==> src/cpuPkg.sv <==
// Processor core shared definitions
package cpuPkg;

   localparam int dataWidth = 32;
   localparam int regCount = 16;
   localparam int regIdxWidth = $clog2(regCount);
   localparam int immWidth = 19;

   typedef logic [dataWidth-1:0] wordT;
   typedef logic [dataWidth-1:0] addrT;
   typedef logic [regIdxWidth-1:0] regIdxT;
   typedef logic [immWidth-1:0] immT;

   typedef enum logic [4:0] {
      opNop  = 5'd0,
      opAdd  = 5'd1,
      opSub  = 5'd2,
      opAnd  = 5'd3,
      opOr   = 5'd4,
      opShl  = 5'd5,
      opAddi = 5'd6,
      opAndi = 5'd7,
      opOri  = 5'd8,
      opIn   = 5'd9,
      opOut  = 5'd10
   } opcodeT;

   // Instruction field positions
   localparam int opMsb = 31;
   localparam int opLsb = 27;
   localparam int raMsb = 26;
   localparam int raLsb = 23;
   localparam int rbMsb = 22;
   localparam int rbLsb = 19;
   localparam int rcMsb = 18;
   localparam int rcLsb = 15;
   localparam int immMsb = 18;
   localparam int immLsb = 0;

   // Fetch to decode
   typedef struct packed {
      wordT instr;
      addrT addr;
   } fetchT;

   // Decode to execute
   typedef struct packed {
      opcodeT op;
      regIdxT dest;
      wordT   opA;
      wordT   opB;
      logic   writeEn;
   } decodeT;

   // Execute to writeback
   typedef struct packed {
      opcodeT op;
      regIdxT dest;
      wordT   result;
      logic   writeEn;
   } execT;

   // Write pulse back to the register file
   typedef struct packed {
      logic   writeEn;
      regIdxT idx;
      wordT   data;
   } wbT;

endpackage
==> src/cpuTop.sv <==
// Processor core top level
`timescale 1ns/1ps
module cpuTop (
   input  logic         Clock,
   input  logic         rstN,
   output logic         memReq,
   output cpuPkg::addrT memAddr,
   input  logic         memAck,
   input  cpuPkg::wordT memData,
   output logic         inReq,
   input  logic         inAck,
   input  cpuPkg::wordT inData,
   output logic         outReq,
   input  logic         outAck,
   output cpuPkg::wordT outData
);
   import cpuPkg::*;

   logic fetchReq;
   logic fetchAck;
   fetchT fetchBus;
   logic decReq;
   logic decAck;
   decodeT decBus;
   logic exReq;
   logic exAck;
   execT exBus;
   wbT wbBus;

   fetchStage i_fetch (
      .Clock    (Clock),
      .rstN     (rstN),
      .memReq   (memReq),
      .memAddr  (memAddr),
      .memAck   (memAck),
      .memData  (memData),
      .fetchReq (fetchReq),
      .fetchAck (fetchAck),
      .fetchOut (fetchBus)
   );

   decodeStage i_decode (
      .Clock    (Clock),
      .rstN     (rstN),
      .fetchReq (fetchReq),
      .fetchAck (fetchAck),
      .fetchIn  (fetchBus),
      .decReq   (decReq),
      .decAck   (decAck),
      .decOut   (decBus),
      .wbIn     (wbBus)
   );

   executeStage i_execute (
      .Clock  (Clock),
      .rstN   (rstN),
      .decReq (decReq),
      .decAck (decAck),
      .decIn  (decBus),
      .exReq  (exReq),
      .exAck  (exAck),
      .exOut  (exBus)
   );

   writebackStage i_writeback (
      .Clock   (Clock),
      .rstN    (rstN),
      .exReq   (exReq),
      .exAck   (exAck),
      .exIn    (exBus),
      .inReq   (inReq),
      .inAck   (inAck),
      .inData  (inData),
      .outReq  (outReq),
      .outAck  (outAck),
      .outData (outData),
      .wbOut   (wbBus)
   );

endmodule

==> src/writebackStage.sv <==
// Writeback stage with device ports
`timescale 1ns/1ps
module writebackStage (
   input  logic         Clock,
   input  logic         rstN,
   input  logic         exReq,
   output logic         exAck,
   input  cpuPkg::execT exIn,
   output logic         inReq,
   input  logic         inAck,
   input  cpuPkg::wordT inData,
   output logic         outReq,
   input  logic         outAck,
   output cpuPkg::wordT outData,
   output cpuPkg::wbT   wbOut
);
   import cpuPkg::*;

   typedef enum logic [2:0] {
      stIdle,
      stRetire,
      stInWait,
      stInDrop,
      stOutWait,
      stOutDrop
   } wbStateT;

   wbStateT state;
   execT held;
   wordT inHeld;
   logic capture;

   assign capture = exReq && !exAck && state == stIdle;

   always_ff @(posedge Clock or negedge rstN) begin
      if (!rstN) begin
         state <= stIdle;
         exAck <= 1'b0;
         inReq <= 1'b0;
         outReq <= 1'b0;
         wbOut <= '0;
      end else begin
         // Write pulse lasts one cycle
         wbOut.writeEn <= 1'b0;

         if (capture) begin
            exAck <= 1'b1;
         end else if (!exReq && exAck) begin
            exAck <= 1'b0;
         end

         case (state)
            stIdle: begin
               if (capture) begin
                  case (exIn.op)
                     opIn: begin
                        inReq <= 1'b1;
                        state <= stInWait;
                     end
                     opOut: begin
                        outReq <= 1'b1;
                        state <= stOutWait;
                     end
                     default: state <= stRetire;
                  endcase
               end
            end
            stRetire: begin
               wbOut <= '{writeEn: held.writeEn, idx: held.dest, data: held.result};
               state <= stIdle;
            end
            stInWait: begin
               if (inAck) begin
                  inReq <= 1'b0;
                  state <= stInDrop;
               end
            end
            stInDrop: begin
               if (!inAck) begin
                  wbOut <= '{writeEn: held.writeEn, idx: held.dest, data: inHeld};
                  state <= stIdle;
               end
            end
            stOutWait: begin
               if (outAck) begin
                  outReq <= 1'b0;
                  state <= stOutDrop;
               end
            end
            stOutDrop: begin
               if (!outAck) begin
                  state <= stIdle;
               end
            end
            default: state <= stIdle;
         endcase
      end
   end

   always_ff @(posedge Clock) begin
      if (capture) begin
         held <= exIn;
      end
      if (capture && exIn.op == opOut) begin
         outData <= exIn.result;
      end
      // Device holds inData valid while inAck is high
      if (state == stInWait && inAck) begin
         inHeld <= inData;
      end
   end

   aOutDataStable: assert property (@(posedge Clock) disable iff (!rstN)
      outReq && $past(outReq) |-> $stable(outData));

endmodule

==> src/executeStage.sv <==
// Execute stage with ALU
`timescale 1ns/1ps
module executeStage (
   input  logic           Clock,
   input  logic           rstN,
   input  logic           decReq,
   output logic           decAck,
   input  cpuPkg::decodeT decIn,
   output logic           exReq,
   input  logic           exAck,
   output cpuPkg::execT   exOut
);
   import cpuPkg::*;

   decodeT held;
   logic pending;
   logic capture;
   wordT result;

   assign capture = decReq && !decAck && !pending && !exReq && !exAck;

   always_comb begin
      case (held.op)
         opAdd, opAddi: result = held.opA + held.opB;
         opSub:         result = held.opA - held.opB;
         opAnd, opAndi: result = held.opA & held.opB;
         opOr, opOri:   result = held.opA | held.opB;
         opShl:         result = held.opA << held.opB[4:0];
         // Out passes A through to the port
         opOut:         result = held.opA;
         default:       result = '0;
      endcase
   end

   always_ff @(posedge Clock or negedge rstN) begin
      if (!rstN) begin
         decAck <= 1'b0;
         pending <= 1'b0;
         exReq <= 1'b0;
      end else begin
         if (capture) begin
            decAck <= 1'b1;
            pending <= 1'b1;
         end else if (!decReq && decAck) begin
            decAck <= 1'b0;
         end

         // One cycle from capture to req
         if (pending) begin
            exReq <= 1'b1;
            pending <= 1'b0;
         end else if (exReq && exAck) begin
            exReq <= 1'b0;
         end
      end
   end

   always_ff @(posedge Clock) begin
      if (capture) begin
         held <= decIn;
      end
      if (pending) begin
         exOut.op <= held.op;
         exOut.dest <= held.dest;
         exOut.result <= result;
         exOut.writeEn <= held.writeEn;
      end
   end

endmodule

==> src/decodeStage.sv <==
// Instruction decode stage
`timescale 1ns/1ps
module decodeStage (
   input  logic           Clock,
   input  logic           rstN,
   input  logic           fetchReq,
   output logic           fetchAck,
   input  cpuPkg::fetchT  fetchIn,
   output logic           decReq,
   input  logic           decAck,
   output cpuPkg::decodeT decOut,
   input  cpuPkg::wbT     wbIn
);
   import cpuPkg::*;

   fetchT held;
   logic haveInstr;
   logic [regCount-1:0] busy;

   opcodeT op;
   regIdxT ra;
   regIdxT rb;
   regIdxT rc;
   immT imm;
   wordT immExt;
   wordT rbData;
   wordT rcData;
   logic isImm;
   logic useA;
   logic useB;
   logic writes;
   logic srcBusy;
   logic hazard;
   logic capture;
   logic issue;

   // Field split of the held instruction
   assign op = opcodeT'(held.instr[opMsb:opLsb]);
   assign ra = held.instr[raMsb:raLsb];
   assign rb = held.instr[rbMsb:rbLsb];
   assign rc = held.instr[rcMsb:rcLsb];
   assign imm = held.instr[immMsb:immLsb];
   assign immExt = {{(dataWidth - immWidth){imm[immWidth-1]}}, imm};

   always_comb begin
      isImm = op inside {opAddi, opAndi, opOri};
      useB = op inside {opAdd, opSub, opAnd, opOr, opShl};
      useA = !(op inside {opNop, opIn});
      writes = !(op inside {opNop, opOut});
   end

   assign srcBusy = (useA && busy[rb]) || (useB && busy[rc]);
   assign hazard = srcBusy || (writes && busy[ra]);
   assign capture = fetchReq && !fetchAck && !haveInstr && !decReq;
   assign issue = haveInstr && !decReq && !decAck && !hazard;

   regFile i_regFile (
      .Clock     (Clock),
      .rstN      (rstN),
      .readIdxA  (rb),
      .readIdxB  (rc),
      .readDataA (rbData),
      .readDataB (rcData),
      .writeEn   (wbIn.writeEn),
      .writeIdx  (wbIn.idx),
      .writeData (wbIn.data)
   );

   always_ff @(posedge Clock or negedge rstN) begin
      if (!rstN) begin
         fetchAck <= 1'b0;
         haveInstr <= 1'b0;
         decReq <= 1'b0;
         busy <= '0;
      end else begin
         if (capture) begin
            fetchAck <= 1'b1;
            haveInstr <= 1'b1;
         end else if (!fetchReq && fetchAck) begin
            fetchAck <= 1'b0;
         end

         if (issue) begin
            decReq <= 1'b1;
            haveInstr <= 1'b0;
         end else if (decReq && decAck) begin
            decReq <= 1'b0;
         end

         // Clear on write-back, set on issue
         if (wbIn.writeEn) begin
            busy[wbIn.idx] <= 1'b0;
         end
         if (issue && writes && ra != '0) begin
            busy[ra] <= 1'b1;
         end
      end
   end

   always_ff @(posedge Clock) begin
      if (capture) begin
         held <= fetchIn;
      end
      if (issue) begin
         decOut.op <= op;
         decOut.dest <= ra;
         decOut.opA <= rbData;
         decOut.opB <= isImm ? immExt : rcData;
         decOut.writeEn <= writes;
      end
   end

   // Every write-back lands on a register still marked busy
   aWriteBackBusy: assert property (@(posedge Clock) disable iff (!rstN)
      wbIn.writeEn && wbIn.idx != '0 |-> busy[wbIn.idx]);

endmodule

==> src/fetchStage.sv <==
// Instruction fetch stage
`timescale 1ns/1ps
module fetchStage (
   input  logic          Clock,
   input  logic          rstN,
   output logic          memReq,
   output cpuPkg::addrT  memAddr,
   input  logic          memAck,
   input  cpuPkg::wordT  memData,
   output logic          fetchReq,
   input  logic          fetchAck,
   output cpuPkg::fetchT fetchOut
);
   import cpuPkg::*;

   typedef enum logic [2:0] {
      stIdle,
      stRequest,
      stRelease,
      stHandoff,
      stWaitAck
   } fetchStateT;

   fetchStateT state;
   addrT pc;

   always_ff @(posedge Clock or negedge rstN) begin
      if (!rstN) begin
         state <= stIdle;
         pc <= '0;
         memReq <= 1'b0;
         fetchReq <= 1'b0;
      end else begin
         case (state)
            stIdle: begin
               memReq <= 1'b1;
               state <= stRequest;
            end
            stRequest: begin
               if (memAck) begin
                  memReq <= 1'b0;
                  state <= stRelease;
               end
            end
            // Memory must drop its ack before decode sees the word
            stRelease: begin
               if (!memAck) begin
                  fetchReq <= 1'b1;
                  state <= stHandoff;
               end
            end
            stHandoff: begin
               if (fetchAck) begin
                  fetchReq <= 1'b0;
                  pc <= pc + 1'b1;
                  state <= stWaitAck;
               end
            end
            stWaitAck: begin
               if (!fetchAck) begin
                  state <= stIdle;
               end
            end
            default: state <= stIdle;
         endcase
      end
   end

   always_ff @(posedge Clock) begin
      if (state == stIdle) begin
         memAddr <= pc;
      end
      if (state == stRequest && memAck) begin
         fetchOut.instr <= memData;
         fetchOut.addr <= memAddr;
      end
   end

   aMemReqHeld: assert property (@(posedge Clock) disable iff (!rstN)
      memReq && !memAck |=> memReq);

   aMemAddrStable: assert property (@(posedge Clock) disable iff (!rstN)
      memReq && $past(memReq) |-> $stable(memAddr));

endmodule

==> src/regFile.sv <==
// Register file
`timescale 1ns/1ps
module regFile (
   input  logic           Clock,
   input  logic           rstN,
   input  cpuPkg::regIdxT readIdxA,
   input  cpuPkg::regIdxT readIdxB,
   output cpuPkg::wordT   readDataA,
   output cpuPkg::wordT   readDataB,
   input  logic           writeEn,
   input  cpuPkg::regIdxT writeIdx,
   input  cpuPkg::wordT   writeData
);
   import cpuPkg::*;

   wordT regs [regCount];

   // Register zero reads as zero
   assign readDataA = (readIdxA == '0) ? '0 : regs[readIdxA];
   assign readDataB = (readIdxB == '0) ? '0 : regs[readIdxB];

   always_ff @(posedge Clock or negedge rstN) begin
      if (!rstN) begin
         for (int i = 0; i < regCount; i++) begin
            regs[i] <= '0;
         end
      end else if (writeEn && writeIdx != '0) begin
         regs[writeIdx] <= writeData;
      end
   end

endmodule

==> config.mk <==
export PLATFORM = sky130hd
export DESIGN_NAME = cpuTop
export DESIGN_NICKNAME = d
export VERILOG_FILES = /design/src/cpuPkg.sv /design/src/cpuTop.sv /design/src/writebackStage.sv /design/src/executeStage.sv /design/src/decodeStage.sv /design/src/fetchStage.sv /design/src/regFile.sv
export SDC_FILE = /design/constraint.sdc
export NUM_CORES = 2
export LEC_CHECK = 0
export BUFFER_PORTS_ARGS = -buffer_cell sky130_fd_sc_hd__clkbuf_2
export CAP_MARGIN = 20
export CORE_ASPECT_RATIO = 2
export CORE_UTILIZATION = 45
export DETAILED_ROUTE_END_ITERATION = 10
export MAX_ROUTING_LAYER = met4
export SLEW_MARGIN = 20
export SYNTH_ARGS = -nofsm -noshare
export SYNTH_HDL_FRONTEND = slang
export SYNTH_HIERARCHICAL = 1
export SYNTH_SLANG_ARGS = --single-unit
export TNS_END_PERCENT = 20
==> constraint.sdc <==
create_clock -name Clock -period 8.1 [get_ports Clock]
set_input_delay 0.81 -clock Clock [delete_from_list [all_inputs] [get_ports Clock]]
set_output_delay 0.81 -clock Clock [all_outputs]
set_load 0.02 [all_outputs]
# --- Yosys cells after proc, flatten, opt, wreduce, memory -nomap -nowiden ---
# Cells that the tools add are included.
# W data, S select, Z words.
classes:
  add_sub_neg: 3
  multipliers: 0
  div: 0
  magnitude_cmp: 10
  n_eq_ne: 41
  shift: 1
  n_mux: 65
  bitwise: 8
  n_reduce_logical: 75
ops:
  columns: ["op", "count"]
  rows:
  - ["$bwmux W512", 1]
  - ["$bmux W32 S4", 2]
  - ["$mux W32", 7]
  - ["$pmux W32 S6", 1]
  - ["$demux W32 S4", 1]
  - ["$pmux W37 S2", 1]
  - ["$eq A5 B3 Y1 const B", 8]
  - ["$mux W37", 1]
  - ["$eq A5 B4 Y1 const B", 7]
  - ["$add A32 B1 Y32 const B", 1]
  - ["$add A32 B32 Y32", 1]
  - ["$and A32 B32 Y32", 1]
  - ["$mux W16", 2]
  - ["$or A32 B32 Y32", 1]
  - ["$shl A32 B5 Y32", 1]
  - ["$sub A32 B32 Y32", 1]
  - ["$pmux W3 S5", 2]
  - ["$logic_and A1 B1 Y1", 29]
  - ["$mux W1", 28]
  - ["$mux W3", 9]
  - ["$reduce_bool A2 Y1", 13]
  - ["$eq A5 B2 Y1 const B", 4]
  - ["$lt A4 B5 Y1 const B", 4]
  - ["$ne A2 B2 Y1 const B", 9]
  - ["other kinds (29)", 68]
totals:
  regBits: 1001
  latchBits: 0
  ramBits: 0
  mem_bits_ro: 0
  inputBits: 69
  output_inout_bits: 67
  word_cells: 259
  memories: 0

# --- Depth between registers and ports, before layout ---
depth:
  ltp_word: 11
  depth_mapped: 20
  ltp_nobuf: 17

# --- By module ---
# The synthesis kept the hierarchy.
by_module_without_submodules:
  columns: ["mod", "instances", "cells_per_inst", "area_each_um2"]
  rows:
  - ["regFile", 1, 1766, 25757.2]
  - ["executeStage", 1, 896, 8658.3]
  - ["decodeStage", 1, 326, 5067.4]
  - ["writebackStage", 1, 304, 4968.5]
  - ["fetchStage", 1, 254, 4638.2]

# --- Least setup slack after synthesis ---
# OpenSTA, ideal clock, no wires.
synth_timing:
  path_kind: "flip-flop to flip-flop"
  start: "register i_execute.pending"
  end: "register i_execute/held[0] in the netlist's numbering (enable)"
  arrival_time_ps: 8278
  required_time_ps: 7408
  slack_ps: -870
  path_stages_with_launch: 3
  cell_sequence: "dfrtp_1 -> nand2b_1 -> nor4_1"
synth_between:
  elab_chain_len: 4
synth_lines:
  columns: ["item", "line_no", "rtl"]
  rows:
  - ["start: declaration", "executeStage.sv:16", "logic pending;"]
  - ["start signal: assignment", "executeStage.sv:38", "pending <= 1'b0;"]
  - ["start signal: assignment", "executeStage.sv:43", "pending <= 1'b1;"]
  - ["start signal: assignment", "executeStage.sv:51", "pending <= 1'b0;"]
  - ["$logic_not A1 Y1", "executeStage.sv:20", "assign capture = decReq && !decAck && !pending && !exReq && !exAck;"]
  - ["$logic_and A1 B1 Y1 (3 in a row)", "executeStage.sv:20", null]
  - ["named net i_execute.capture", "executeStage.sv:17", "logic capture;"]
  - ["end signal: assignment", "executeStage.sv:60", "held <= decIn;"]
  - ["end: declaration", "executeStage.sv:15", "decodeT held;"]
# The timed path passes the listed nets, and every way through them passes these cells.
# A chain may end at the register's enable or synchronous reset.

# --- Worst setup path in the final report ---
layout_timing:
  start: "register i_execute/held[3] in the netlist's numbering"
  end: "register i_execute/exOut[26] in the netlist's numbering, data pin"
layout_between:
  elab_chain_len: 2
  word_cells_on_any_way: 4
  cone_classes: "add/sub: 2; shift: 1; mux: 1"
layout_lines:
  columns: ["item", "line_no", "rtl"]
  rows:
  - ["$sub A32 B32 Y32 (tied with other cells)", "executeStage.sv:25", "opSub: result = held.opA - held.opB;"]
  - ["$pmux W32 S6 (*)", "executeStage.sv:23", "case (held.op)"]
  - ["end: declaration", "executeStage.sv:11", "output cpuPkg::execT exOut"]
# Every way passes the cells marked *; elsewhere a longest branch is shown, timed or not.

==> Implementation_results.wiki <==
{| class="wikitable"
! Metric !! Value
|-
| Initial DRC Count || 2305
|-
| Sink count of the clock tree || 970
|-
| Layer with the highest usage after global routing || met2
|-
| Critical Path Source || i_execute/held[3]
|-
| Clock Skew || 0.0544 ns
|-
| Actual transition at the worst max-transition pin || 1.13 ns
|-
| FMAX || 0.194 GHz
|-
| Run status || completed
|-
| Cts hold-fix bufs || 0
|-
| Vias per Instance || around 6.2
|-
| Combinational Power Share || roughly a third
|-
| Effective utilization at floorplan || between 40% and 50%
|-
| Total negative setup slack || 0 ns
|-
| Share of cells above drive strength 1 || 31.9%
|-
| Top fanout value on the critical path || between 40 and 50
|-
| Die extent in x || 233 microns
|-
| Fill cells || between 9000 and 10000
|-
| Number of buffers and inverters on the critical path || 1
|-
| Number of top-level pins || 136
|-
| Final max-slew violation count || 0
|-
| Launching element type of the critical path || flip-flop
|-
| Portion of total power attributed to sequential cells || 43.9%
|-
| Post-route minimum period || around 5 ns
|-
| Setup slack on the worst flop-to-flop path || 2.95 ns
|-
| Clock Latency Late Sink || between 0.7 and 0.8 ns
|-
| Vertical die dimension || ~460 microns
|-
| Final hold vios || 0
|-
| H-tree level count || 3
|-
| Type of the worst setup path || reg -> reg
|-
| Number of global-route vias before repair || roughly 33000
|-
| Worst min-delay path class || in -> async
|-
| Critical path data arrival time || between 5 and 6 ns
|-
| Worst reg2reg path startpoint || i_execute/held[3]
|-
| Total grt overflow || 0
|-
| Core Footprint || approximately 110000 sq um
|-
| Routed length per instance || ~29 microns
|-
| Global router's overall resource usage || 28.0%
|-
| GR Util met3 || roughly 3.3%
|-
| Die area || 108000 sq um
|-
| Synth-to-layout area growth || 9.99%
|-
| # port buffers || between 100 and 150
|-
| Met1 usage in global routing || a little under a third
|-
| Reg2reg path depth || 15
|-
| Post-synth net total || between 3000 and 4000
|-
| Slowest stage delay, CP || between 0.6 and 0.7 ns
|-
| Detailed Route WL || 145000 microns
|-
| Internal power consumption || ~12 mW
|-
| Gate family responsible for the most delay along the worst path || simple AND/OR/NAND/NOR gates
|-
| Sum of net half-perimeters after detailed placement || 92200 microns
|-
| Number of nets in the layout || ~3600
|-
| Setup repair after global routing missed its margin || false
|-
| Final Hold Slack || between 0.09 and 0.1 ns
|-
| Antenna violations before repair || 2
|-
| TritonCTS clock tree || done
|-
| Maximum buffer depth of the clock tree || 3
|-
| Share of total power in the clock network || 22.6%
|-
| DRC || 0
|-
| Slowest-stage cell, CP || sky130_fd_sc_hd__or4_4
|-
| Post-CTS Setup Bufs || 0
|-
| Synthesis warning total || 6
|-
| Cells after Synth || 3514
|-
| Mapped Avg Cell Area || approximately 14 sq um
|-
| Critical Path Sink Type || flip-flop
|-
| Master cell of the clock root buffer || sky130_fd_sc_hd__clkbuf_16
|-
| ANT nets after route || 0
|-
| Critical path's most frequent cell || sky130_fd_sc_hd__a221o_1
|-
| Post-Place Worst Slack || approximately 3.0 ns
|-
| Final weighted congestion in routability-driven placement || roughly 0.97
|-
| Switching Share || a little under two fifths
|-
| Capture point of the worst path || i_execute/exOut[26]
|-
| Pre-antenna DRT Iters || 6
|-
| Clock edge transition at the registers on the reported setup and hold paths || 0.07 ns
|-
| Crit path cell chain || buf_4, or4_4, nor4b_2, and2_1, a21oi_1, xnor2_1, ha_1, and3_1, and4_1, a221o_1, a221o_1, a41o_1, a311oi_1, xor2_1, o221ai_1
|-
| Final setup violating endpoints || 0
|-
| Number of cells on the critical path || 15
|-
| Static Leakage || roughly 22 nW
|-
| P_sw || 7.20 mW
|-
| First-pass GRT wire length || approximately 220000 microns
|-
| Post-route worst setup slack || between 2 and 3 ns
|-
| Cell Rows || between 150 and 200
|-
| Pwr/cell area || 366 nW/um^2
|-
| Slew margin rel. || a little under a quarter
|-
| Pin count of the biggest net entering global routing || 154
|-
| Met2 usage || 49.2%
|-
| Resize count post-CTS || 0
|-
| Number of vias after detailed routing || slightly above 30000
|-
| Endpoint of the worst-slack reg-to-reg timing path || i_execute/exOut[26]
|-
| Max-cap violation count || 0
|-
| Period utilisation layout || between 60% and 70%
|-
| CTS buffer count || 91
|-
| IR Drop Worst-Case VDD || about 0.21 mV
|-
| Critical path required time || ~8.5 ns
|-
| Area of the mapped netlist || between 40000 and 50000 sq um
|}
==> how the worst min path moves through the flow <==
| stage | slack [ns] | endpoint |
|---|---|---|
| 2_1_floorplan | 0.40 | i_decode/held[32] |
| 3_3_place_gp | 0.36 | i_decode/i_regFile/regs[510] |
| 3_5_place_dp | 0.36 | i_decode/i_regFile/regs[510] |
| 4_1_cts | 0.05 | i_decode/i_regFile/regs[292] |
| 5_1_grt | 0.10 | i_decode/i_regFile/regs[292] |
| 6_report | 0.09 | i_decode/i_regFile/regs[292] |
==> registers in the layout, summed over array words and instances (netlist names), 3 cells and up <==
register                 cells
i_decode/busy               16
i_decode/decOut             74
i_decode/held               32
i_decode/i_regFile/regs    481
i_execute/exOut             42
i_execute/held              74
i_fetch/fetchOut            32
i_fetch/memAddr             32
i_fetch/pc                  32
i_fetch/state                3
i_writeback/held            37
i_writeback/inHeld          32
i_writeback/outData         32
i_writeback/state            3
i_writeback/wbOut           37
==> power groups by stage <==
stage	combinational (mW)	clock, mW	sequential (mW)
final	6.48	4.37	8.50
after detailed placement	6.44	0	8.56
after CTS	6.47	4.48	8.48
after global routing	6.93	4.65	8.70
after floorplan	4.83	0	7.87
after global placement	6.38	0	8.53
==> metal layers <==
metal  vias to the layer above  part of all wire (%)
met5                         -                     0
met4                         0                   5.2
met3                       345                   4.5
met2                      1033                    54
met1                     16246                    37
li1                      13462                     -
==> cell type report <==
type	count	area (sq um)	area share, %
diodes	3	7.51	0.0142
clock buffers	120	2500	4.72
clock inverters	52	536	1.01
inverters	43	161	0.305
multi-input cells	2224	20600	38.8
flip-flops and latches	970	26200	49.5
well taps	1368	1710	3.23
repair buffers	200	1250	2.36
==> placed cells by master, fill, tap and decap left out, types with 39 or more instances in the layout <==
cell type                   count
sky130_fd_sc_hd__a21oi_1       83
sky130_fd_sc_hd__a22oi_1       42
sky130_fd_sc_hd__buf_4         59
sky130_fd_sc_hd__clkbuf_16     93
sky130_fd_sc_hd__clkbuf_2     134
sky130_fd_sc_hd__dfrtp_1      582
sky130_fd_sc_hd__edfxtp_1     387
sky130_fd_sc_hd__inv_1         39
sky130_fd_sc_hd__mux2_2       552
sky130_fd_sc_hd__mux2i_1      125
sky130_fd_sc_hd__mux4_2       175
sky130_fd_sc_hd__nand2_1      189
sky130_fd_sc_hd__nor2_1       166
sky130_fd_sc_hd__nor2b_1       48
sky130_fd_sc_hd__nor3_1        51
sky130_fd_sc_hd__o21ai_0       82
sky130_fd_sc_hd__o22ai_1       77
sky130_fd_sc_hd__xnor2_1       59
==> metrics by stage <==
stage / util (%) / std cells / instance area (sq um) / power (mW)
2_1_floorplan: - / 3514 / 48100 / 12.7
3_3_place_gp: 47.1 / 4805 / 49900 / 14.9
3_5_place_dp: 47.1 / 4805 / 49900 / 15.0
4_1_cts: 50.0 / 4977 / 52900 / 19.4
5_1_grt: 50.0 / 4978 / 52900 / 20.3
6_report: 50.0 / 4980 / 52900 / 19.4
Power figures use the tool's default switching activity.
